`config.mk`:
```
export PLATFORM = sky130hd
export DESIGN_NAME = fetch_top
export DESIGN_NICKNAME = d
export VERILOG_FILES = /design/src/hw/fetch_pkg.sv /design/src/hw/branch_predictor.sv /design/src/hw/fetch_top.sv /design/src/hw/imem_port.sv /design/src/hw/pc_gen.sv
export VERILOG_INCLUDE_DIRS = /design/src /design/src/hw
export SDC_FILE = /design/constraint.sdc
export NUM_CORES = 2
export LEC_CHECK = 0
export ABC_AREA = 1
export BUFFER_PORTS_ARGS = -buffer_cell sky130_fd_sc_hd__buf_2
export CAP_MARGIN = 5
export CORE_MARGIN = 2
export CORE_UTILIZATION = 35
export DETAILED_ROUTE_END_ITERATION = 16
export REMOVE_ABC_BUFFERS = 1
export SLEW_MARGIN = 0
export SYNTH_ARGS = -nofsm -noshare
export SYNTH_HDL_FRONTEND = slang
export SYNTH_SLANG_ARGS = --single-unit
```
`constraint.sdc`:
```
create_clock -name clk_i -period 7.3 [get_ports clk_i]
set_clock_uncertainty 0.15 [all_clocks]
set_input_delay 1.095 -clock clk_i [delete_from_list [all_inputs] [get_ports clk_i]]
set_output_delay 1.095 -clock clk_i [all_outputs]
set_load 0.005 [all_outputs]
```
`src/hw/fetch_defs.svh`:
```
`ifndef FETCH_DEFS_SVH
`define FETCH_DEFS_SVH

// Width of every fetch address in the front end
`define ADDR_W 32

// First fetch address after reset
`define RESET_PC 32'h0000_1000

// Predictor index width, 16 direct-mapped entries
// Index from pc[5:2], tag from pc[31:6]
`define BP_IDX_W 4

`endif

```
`src/hw/fetch_pkg.sv`:
```
package fetch_pkg;

    // Exception causes raised by the fetch stage
    typedef enum logic [3:0] {
        CAUSE_MISALIGNED   = 4'd0,
        CAUSE_ACCESS_FAULT = 4'd1
    } ex_cause_e;

    // Direction predicted for a fetched pc
    typedef enum logic {
        PRED_NOT_TAKEN = 1'b0,
        PRED_TAKEN     = 1'b1
    } bp_decision_e;

    // One word toward decode
    // Instruction view when fetch_ex_o is low, exception record otherwise
    typedef union packed {
        logic [31:0] instr;
        struct packed {
            ex_cause_e   cause;
            // Always zero in an exception record
            logic [27:0] zero;
        } ex;
    } fetch_word_u;

endpackage

```
`src/hw/branch_predictor.sv`:
```
`timescale 1ns/1ns
`include "fetch_defs.svh"

module branch_predictor (
    input  logic               clk_i,
    input  logic               rstn_i,
    input  logic [`ADDR_W-1:0] lookup_pc_i,
    // Resolved branch from execute
    input  logic               upd_valid_i,
    input  logic [`ADDR_W-1:0] upd_pc_i,
    input  logic               upd_taken_i,
    input  logic [`ADDR_W-1:0] upd_target_i,
    output logic               hit_o,
    output logic               taken_o,
    output logic [`ADDR_W-1:0] target_o
);

    localparam int ENTRIES = 1 << `BP_IDX_W;
    localparam int TAG_W   = `ADDR_W - `BP_IDX_W - 2;

    logic [ENTRIES-1:0] valid_q;
    logic [1:0]         cnt_q    [ENTRIES];
    logic [TAG_W-1:0]   tag_q    [ENTRIES];
    logic [`ADDR_W-1:0] target_q [ENTRIES];

    logic [`BP_IDX_W-1:0] rd_idx;
    logic [TAG_W-1:0]     rd_tag;
    logic [`BP_IDX_W-1:0] upd_idx;
    logic [TAG_W-1:0]     upd_tag;
    logic                 upd_hit;
    logic [1:0]           cnt_d;

    // Lookup, purely combinational on the fetch pc
    assign rd_idx   = lookup_pc_i[`BP_IDX_W+1:2];
    assign rd_tag   = lookup_pc_i[`ADDR_W-1:`BP_IDX_W+2];
    assign hit_o    = valid_q[rd_idx] && (tag_q[rd_idx] == rd_tag);
    // Weakly or strongly taken
    assign taken_o  = cnt_q[rd_idx][1];
    assign target_o = target_q[rd_idx];

    assign upd_idx = upd_pc_i[`BP_IDX_W+1:2];
    assign upd_tag = upd_pc_i[`ADDR_W-1:`BP_IDX_W+2];
    assign upd_hit = valid_q[upd_idx] && (tag_q[upd_idx] == upd_tag);

    // New counter value for the updated entry
    always_comb begin
        if (!upd_hit) begin
            // Fresh entry starts weak in the resolved direction
            cnt_d = upd_taken_i ? 2'd2 : 2'd1;
        end else if (upd_taken_i) begin
            cnt_d = (cnt_q[upd_idx] == 2'd3) ? 2'd3 : cnt_q[upd_idx] + 2'd1;
        end else begin
            cnt_d = (cnt_q[upd_idx] == 2'd0) ? 2'd0 : cnt_q[upd_idx] - 2'd1;
        end
    end

    // Valid bits and counters
    always_ff @(posedge clk_i, negedge rstn_i) begin
        if (!rstn_i) begin
            valid_q <= '0;
            for (int i = 0; i < ENTRIES; i++) begin
                cnt_q[i] <= 2'd1;
            end
        end else if (upd_valid_i) begin
            valid_q[upd_idx] <= 1'b1;
            cnt_q[upd_idx]   <= cnt_d;
        end
    end

    // Tag and target, rewritten on a miss, target refreshed on a taken hit
    always_ff @(posedge clk_i) begin
        if (upd_valid_i && (!upd_hit || upd_taken_i)) begin
            tag_q[upd_idx]    <= upd_tag;
            target_q[upd_idx] <= upd_target_i;
        end
    end

endmodule

```
`src/hw/fetch_top.sv`:
```
`timescale 1ns/1ns
`include "fetch_defs.svh"

module fetch_top import fetch_pkg::*; (
    input  logic               clk_i,
    input  logic               rstn_i,
    // Redirect from the back end
    input  logic               redirect_valid_i,
    input  logic [`ADDR_W-1:0] redirect_pc_i,
    // Predictor training from execute
    input  logic               upd_valid_i,
    input  logic [`ADDR_W-1:0] upd_pc_i,
    input  logic               upd_taken_i,
    input  logic [`ADDR_W-1:0] upd_target_i,
    input  logic               stall_i,
    // Instruction memory, four-phase
    output logic               mem_req_o,
    output logic [`ADDR_W-1:0] mem_addr_o,
    input  logic               mem_ack_i,
    input  logic [31:0]        mem_rdata_i,
    input  logic               mem_err_i,
    // Toward decode
    output logic               fetch_valid_o,
    output logic [`ADDR_W-1:0] fetch_pc_o,
    output fetch_word_u        fetch_word_o,
    output logic               fetch_ex_o,
    output bp_decision_e       fetch_pred_o,
    output logic [`ADDR_W-1:0] fetch_pred_addr_o
);

    logic [`ADDR_W-1:0] pc;
    logic               pc_misaligned;
    bp_decision_e       pred;
    logic [`ADDR_W-1:0] pred_addr;
    logic               take;
    logic               bp_hit;
    logic               bp_taken;
    logic [`ADDR_W-1:0] bp_target;

    pc_gen i_pc_gen (
        .clk_i            (clk_i),
        .rstn_i           (rstn_i),
        .take_i           (take),
        .redirect_valid_i (redirect_valid_i),
        .redirect_pc_i    (redirect_pc_i),
        .bp_taken_i       (bp_taken),
        .bp_hit_i         (bp_hit),
        .bp_target_i      (bp_target),
        .pc_o             (pc),
        .pc_misaligned_o  (pc_misaligned),
        .pred_o           (pred),
        .pred_addr_o      (pred_addr)
    );

    // Looked up with the pc being fetched
    branch_predictor i_bp (
        .clk_i        (clk_i),
        .rstn_i       (rstn_i),
        .lookup_pc_i  (pc),
        .upd_valid_i  (upd_valid_i),
        .upd_pc_i     (upd_pc_i),
        .upd_taken_i  (upd_taken_i),
        .upd_target_i (upd_target_i),
        .hit_o        (bp_hit),
        .taken_o      (bp_taken),
        .target_o     (bp_target)
    );

    imem_port i_port (
        .clk_i             (clk_i),
        .rstn_i            (rstn_i),
        .pc_i              (pc),
        .pc_misaligned_i   (pc_misaligned),
        .pred_i            (pred),
        .pred_addr_i       (pred_addr),
        .redirect_valid_i  (redirect_valid_i),
        .stall_i           (stall_i),
        .mem_ack_i         (mem_ack_i),
        .mem_rdata_i       (mem_rdata_i),
        .mem_err_i         (mem_err_i),
        .take_o            (take),
        .mem_req_o         (mem_req_o),
        .mem_addr_o        (mem_addr_o),
        .fetch_valid_o     (fetch_valid_o),
        .fetch_pc_o        (fetch_pc_o),
        .fetch_word_o      (fetch_word_o),
        .fetch_ex_o        (fetch_ex_o),
        .fetch_pred_o      (fetch_pred_o),
        .fetch_pred_addr_o (fetch_pred_addr_o)
    );

endmodule

```
`src/hw/imem_port.sv`:
```
`timescale 1ns/1ns
`include "fetch_defs.svh"

module imem_port import fetch_pkg::*; (
    input  logic               clk_i,
    input  logic               rstn_i,
    input  logic [`ADDR_W-1:0] pc_i,
    input  logic               pc_misaligned_i,
    input  bp_decision_e       pred_i,
    input  logic [`ADDR_W-1:0] pred_addr_i,
    input  logic               redirect_valid_i,
    input  logic               stall_i,
    input  logic               mem_ack_i,
    input  logic [31:0]        mem_rdata_i,
    input  logic               mem_err_i,
    output logic               take_o,
    output logic               mem_req_o,
    output logic [`ADDR_W-1:0] mem_addr_o,
    output logic               fetch_valid_o,
    output logic [`ADDR_W-1:0] fetch_pc_o,
    output fetch_word_u        fetch_word_o,
    output logic               fetch_ex_o,
    output bp_decision_e       fetch_pred_o,
    output logic [`ADDR_W-1:0] fetch_pred_addr_o
);

    // Handshake states
    localparam logic [1:0] ST_IDLE     = 2'd0;
    localparam logic [1:0] ST_REQ      = 2'd1;
    localparam logic [1:0] ST_WAIT_LOW = 2'd2;
    localparam logic [1:0] ST_MISAL    = 2'd3;

    logic [1:0] state_q;
    logic [1:0] state_d;
    logic       kill_q;

    // Accepted pc and its prediction
    logic [`ADDR_W-1:0] req_pc_q;
    bp_decision_e       req_pred_q;
    logic [`ADDR_W-1:0] req_pred_addr_q;

    // Result of the current access
    logic               res_valid;
    fetch_word_u        res_word;
    logic               res_ex;

    // Spare slot, filled when the output is stalled
    logic               rsp_valid_q;
    logic [`ADDR_W-1:0] rsp_pc_q;
    fetch_word_u        rsp_word_q;
    logic               rsp_ex_q;
    bp_decision_e       rsp_pred_q;
    logic [`ADDR_W-1:0] rsp_pred_addr_q;

    // Output register toward decode
    logic               out_valid_q;
    logic [`ADDR_W-1:0] out_pc_q;
    fetch_word_u        out_word_q;
    logic               out_ex_q;
    bp_decision_e       out_pred_q;
    logic [`ADDR_W-1:0] out_pred_addr_q;

    logic out_free;
    logic out_load;
    logic rsp_load;

    // Accept a pc only with the spare slot empty
    // so a result always has a place to land
    assign take_o = (state_q == ST_IDLE) && !rsp_valid_q && !redirect_valid_i;

    always_comb begin
        state_d = state_q;
        case (state_q)
            ST_IDLE: begin
                if (take_o) begin
                    // Misaligned pc never reaches memory
                    state_d = pc_misaligned_i ? ST_MISAL : ST_REQ;
                end
            end
            ST_REQ: begin
                if (mem_ack_i) begin
                    state_d = ST_WAIT_LOW;
                end
            end
            ST_WAIT_LOW: begin
                // Return to zero before the next request
                if (!mem_ack_i) begin
                    state_d = ST_IDLE;
                end
            end
            default: begin
                state_d = ST_IDLE;
            end
        endcase
    end

    always_ff @(posedge clk_i, negedge rstn_i) begin
        if (!rstn_i) begin
            state_q <= ST_IDLE;
            kill_q  <= 1'b0;
        end else begin
            state_q <= state_d;
            // Overtaken request, kept until its ack arrives
            kill_q  <= (state_q == ST_REQ) && !mem_ack_i && (kill_q || redirect_valid_i);
        end
    end

    always_ff @(posedge clk_i) begin
        if (take_o) begin
            req_pc_q        <= pc_i;
            req_pred_q      <= pred_i;
            req_pred_addr_q <= pred_addr_i;
        end
    end

    assign mem_req_o  = (state_q == ST_REQ);
    assign mem_addr_o = req_pc_q;

    // Killed or redirected results are dropped here
    assign res_valid = !redirect_valid_i &&
                       (((state_q == ST_REQ) && mem_ack_i && !kill_q) ||
                        (state_q == ST_MISAL));

    // Misalignment first, then access fault
    always_comb begin
        res_word = '0;
        res_ex   = 1'b1;
        if (state_q == ST_MISAL) begin
            res_word.ex.cause = CAUSE_MISALIGNED;
        end else if (mem_err_i) begin
            res_word.ex.cause = CAUSE_ACCESS_FAULT;
        end else begin
            res_word.instr = mem_rdata_i;
            res_ex         = 1'b0;
        end
    end

    // Output empty or being consumed this cycle
    assign out_free = !out_valid_q || !stall_i;
    assign out_load = out_free && (rsp_valid_q || res_valid);
    assign rsp_load = !out_free && res_valid;

    always_ff @(posedge clk_i, negedge rstn_i) begin
        if (!rstn_i) begin
            out_valid_q <= 1'b0;
            rsp_valid_q <= 1'b0;
        end else if (redirect_valid_i) begin
            // Flush both slots
            out_valid_q <= 1'b0;
            rsp_valid_q <= 1'b0;
        end else begin
            if (out_free) begin
                out_valid_q <= rsp_valid_q || res_valid;
                rsp_valid_q <= 1'b0;
            end else if (rsp_load) begin
                rsp_valid_q <= 1'b1;
            end
        end
    end

    always_ff @(posedge clk_i) begin
        if (rsp_load) begin
            rsp_pc_q        <= req_pc_q;
            rsp_word_q      <= res_word;
            rsp_ex_q        <= res_ex;
            rsp_pred_q      <= req_pred_q;
            rsp_pred_addr_q <= req_pred_addr_q;
        end
        if (out_load) begin
            // Spare slot is older, it drains first
            if (rsp_valid_q) begin
                out_pc_q        <= rsp_pc_q;
                out_word_q      <= rsp_word_q;
                out_ex_q        <= rsp_ex_q;
                out_pred_q      <= rsp_pred_q;
                out_pred_addr_q <= rsp_pred_addr_q;
            end else begin
                out_pc_q        <= req_pc_q;
                out_word_q      <= res_word;
                out_ex_q        <= res_ex;
                out_pred_q      <= req_pred_q;
                out_pred_addr_q <= req_pred_addr_q;
            end
        end
    end

    assign fetch_valid_o     = out_valid_q;
    assign fetch_pc_o        = out_pc_q;
    assign fetch_word_o      = out_word_q;
    assign fetch_ex_o        = out_ex_q;
    assign fetch_pred_o      = out_pred_q;
    assign fetch_pred_addr_o = out_pred_addr_q;

endmodule

```
`src/hw/pc_gen.sv`:
```
`timescale 1ns/1ns
`include "fetch_defs.svh"

module pc_gen import fetch_pkg::*; (
    input  logic               clk_i,
    input  logic               rstn_i,
    // Current pc accepted by the memory port
    input  logic               take_i,
    input  logic               redirect_valid_i,
    input  logic [`ADDR_W-1:0] redirect_pc_i,
    // Lookup result for pc_o
    input  logic               bp_taken_i,
    input  logic               bp_hit_i,
    input  logic [`ADDR_W-1:0] bp_target_i,
    output logic [`ADDR_W-1:0] pc_o,
    output logic               pc_misaligned_o,
    output bp_decision_e       pred_o,
    output logic [`ADDR_W-1:0] pred_addr_o
);

    logic [`ADDR_W-1:0] pc_q;
    logic [`ADDR_W-1:0] pc_d;
    logic [`ADDR_W-1:0] seq_pc;
    logic [`ADDR_W-1:0] pred_pc;
    logic               pred_taken;

    // Sequential successor
    assign seq_pc = pc_q + 'd4;

    // Only a valid entry that says taken redirects fetch
    assign pred_taken = bp_hit_i && bp_taken_i;
    assign pred_pc    = pred_taken ? bp_target_i : seq_pc;

    // Next pc select
    always_comb begin
        pc_d = pc_q;
        // Redirect wins even without take, the old pc is dropped
        if (redirect_valid_i) begin
            pc_d = redirect_pc_i;
        end else if (take_i) begin
            pc_d = pred_pc;
        end
    end

    always_ff @(posedge clk_i, negedge rstn_i) begin
        if (!rstn_i) begin
            pc_q <= `RESET_PC;
        end else begin
            pc_q <= pc_d;
        end
    end

    assign pc_o = pc_q;

    // Word alignment check, no compressed support
    assign pc_misaligned_o = |pc_q[1:0];

    // Prediction travels with this pc down to decode
    // pred_addr_o is where fetch goes next without a redirect
    assign pred_o      = pred_taken ? PRED_TAKEN : PRED_NOT_TAKEN;
    assign pred_addr_o = pred_pc;

endmodule

```
==> reports/results.ini <==
[power]
p_int_w = 0.01409
p_per_area_mw_per_mm2 = 334.7
peakVddDrop_mv = 0.1928
leakagePower_nw = 26.86
pwr-share-clk_pct = 30.5
p_seq_share_pct = 40.7
swShare_pct = 36.29
pwr-share-comb_pct = 28.8
power.net_switching_w = 0.008027

[detailed_routing]
ant_nets = 0
drt-vias-per-instance = 5.095
wl_um = 177700
drt_iter0_drc = 4794
wl_per_cell_um = 20.87
drt-pass1-iter-count = 6
num_vias = 43368
drc_errors = 0

[setup_path]
critPathLaunchType = input pin
crit_type = input pin to flip-flop
crit_path_end_kind = flip-flop
cp.required_ns = 7.66
cp.arrival_ns = 5.43
path_max_fanout = 59

[timing]
layout_min_cycle_time_ns = 5.066
min_period_over_period_pct = 69.40
tightestPinTransition_ns = 1.332
drv_slew = 0
slew_headroom_pct = 11.19
setup_viol = 0
whs_ns = 0.04839
fmax_ghz = 0.1974
rsz0062_at_grt = no
hold_violations = 0
worst_slack_ns = 2.234

[place]
hpwl_um = 108500
dp.cells = 8254
portBuffers = 265
dp_slack_ns = 1.565
post_dp_cell_area_mm2 = 0.06172
place.gp.congestion = 0.9228

[synth]
ys_ff_latch = 1274
async_reset_ff_share_pct = 6.672
synthCells = 6033
ys_types = 40
synth_edf_count = 1189
yosysSeqAreaShare_pct = 65.26
yosysTopAreaCell = edfxtp_1
yosys-top-cells-area = edfxtp_1 62%, nand2_1 14%, o21ai_0 4.2%
yosys_most_used_dff = edfxtp_1
netlist_area_mm2 = 0.05800
yosys.area.top_type_share_pct = 61.55
yosysWarnings = 0
avgSynthCellArea_um2 = 9.615

[clocking]
cts.sinks = 1274
clkSlewWorstSetupHoldPaths_ns = 0.06
clk_latency_ns = 0.79
clock-root-buffer = clkbuf_16
cts_hold_buffers = 0
post_cts_resized = 0
cts_tree = yes
h-tree-depth = 4
clock_path_buffers = 3
cts_buffers = 137
post_cts_buffers = 0

[floorplanning]
die-area_mm2 = 0.1690
num_rows = 149
core_mm2 = 0.1648
die-width_um = 411.1
start_util_pct = 35.20
pin_count = 268
dieHeight_um = 411.1

[cells_and_area]
mostFrequentLayoutCells = 2212 x nand2_1, 1189 x edfxtp_1, 562 x nor2_1, 490 x o21ai_0, 475 x inv_1
drive_above_1_share_pct = 9.897
fillers = 15844
fin_cells = 8512
fin_area_mm2 = 0.06607
post-route-util_pct = 40.09
nets = 6341
layout_commonest_cell = nand2_1
syn_to_final_growth_pct = 13.91

[grt]
grt_start_max_net_pins = 199
antenna_found_initial = 28
grt_busiest_layer = met2
grt_overflow = 0
first_global_vias = 40468
use_met2_pct = 32.56
met1_usage_pct = 27.86
use_met3_pct = 3.918
grt_pass1_wl_um = 260700
grt_use_total_pct = 20.61

[min_path]
hp-class = input pin to async pin

[status]
status = completed

[run]
cap_violations = 0

cell families after synthesis:
group,after synthesis,synth area share [%]
AND/OR/NAND/NOR,3186,21.65
AO/OA/AOI/OAI,718,6.825
flip-flops,1274,65.26
buffers and inverters,828,5.852
adder cells (fa/ha/maj),1,0.02157
XOR/XNOR,26,0.3926
critical path, stage by stage:
cell and delay, ns:
clkbuf_8 0.31, buf_4 0.54, nand2_1 0.10, o21ai_0 0.10, nand2_1 0.07, nand2_1 0.12
nand2_1 0.06, nand2_1 0.13, nor2_1 0.06, nand2_1 0.05, nand2_1 0.07, nor2_1 0.38
nand3_1 0.22, nor2_1 0.34, nand3_1 0.51, nand2_1 0.26, clkinv_2 0.51, buf_12 0.40
worst paths after layout:
check / start / slack (ns) / to / depth (start not counted)
worst max-delay path: upd_pc_i[2] / 2.23 / i_bp.target_q[12][16] / 18
worst min-delay path: rstn_i / 0.05 / i_pc_gen.pc_o[30] / 1
worst max register to register: i_pc_gen.pc_o[3] / 2.58 / i_port.req_pred_addr_q[18] / 15
worst min register to register: i_port.req_pred_addr_q[19] / 0.29 / i_port.rsp_pred_addr_q[19] / 0
max in group asynchronous: rstn_i / 5.58 / i_port.rsp_valid_q / 2
min in group clk_i: i_port.req_pred_addr_q[19] / 0.29 / i_port.rsp_pred_addr_q[19] / 0
per-layer routing:
layer / share of wire [%] / wire (um)
met2: 46 / 80990
met3: 8.5 / 15150
met1: 42 / 74700
met5: 0.078 / 139
met4: 3.8 / 6709
cells in the mapped netlist (23+ instances only):
library cell  number
xor2_1            26
o22ai_1           91
nand3_1          331
nand2_1         2212
a31oi_1           28
and2_1            23
buf_2            121
dfrtp_1           68
nor2_1           566
inv_1            493
a21oi_1           24
clkbuf_1         149
edfxtp_1        1189
o21ai_0          490
area by class of cell:
cell class	instances	area [um2]	area share (%)
sequential	1274	37870	57.31
multi-input combinational	3931	16780	25.40
clock buffer	171	3680	5.569
tap	2189	2739	4.145
timing repair buffer	349	2371	3.588
inverter	511	1959	2.965
clock inverter	79	656.9	0.9942
antenna	8	20.02	0.03030
state kept, by name, summed over array words and instances, names as in the netlist:
name	cells
i_port.rsp_word_q	32
i_port.kill_q	1
i_bp.tag_q	416
i_port.mem_addr_o	32
i_port.rsp_pred_q	1
i_port.rsp_pc_q	32
i_port.fetch_pred_o	1
i_port.fetch_valid_o	1
i_port.fetch_word_o	32
i_bp.target_q	512
i_bp.cnt_q	32
i_port.fetch_ex_o	1
i_port.req_pred_addr_q	32
i_port.state_q	2
i_bp.valid_q	16
i_port.rsp_ex_q	1
i_port.fetch_pred_addr_o	32
i_pc_gen.pc_o	32
i_port.rsp_valid_q	1
i_port.fetch_pc_o	32
i_port.rsp_pred_addr_q	32
i_port.req_pred_q	1
power groups by stage:
stage,Combinational [W],Clock [W],Sequential (W)
global placement,0.00619,0,0.00915
floorplan,0.00362,0,0.00931
finish,0.00636,0.00674,0.00901
global route,0.00693,0.00714,0.00906
CTS,0.00628,0.00685,0.00901
detailed placement,0.00626,0,0.00916
through the flow:
stage | TNS [ns] | total power, W
6_report | 0 | 0.02212
4_1_cts | 0 | 0.02214
5_1_grt | 0 | 0.02312
3_5_place_dp | 0 | 0.01542
3_3_place_gp | 0 | 0.01534
2_1_floorplan | -903.10 | 0.01294
Power figures use the tool's default switching activity.
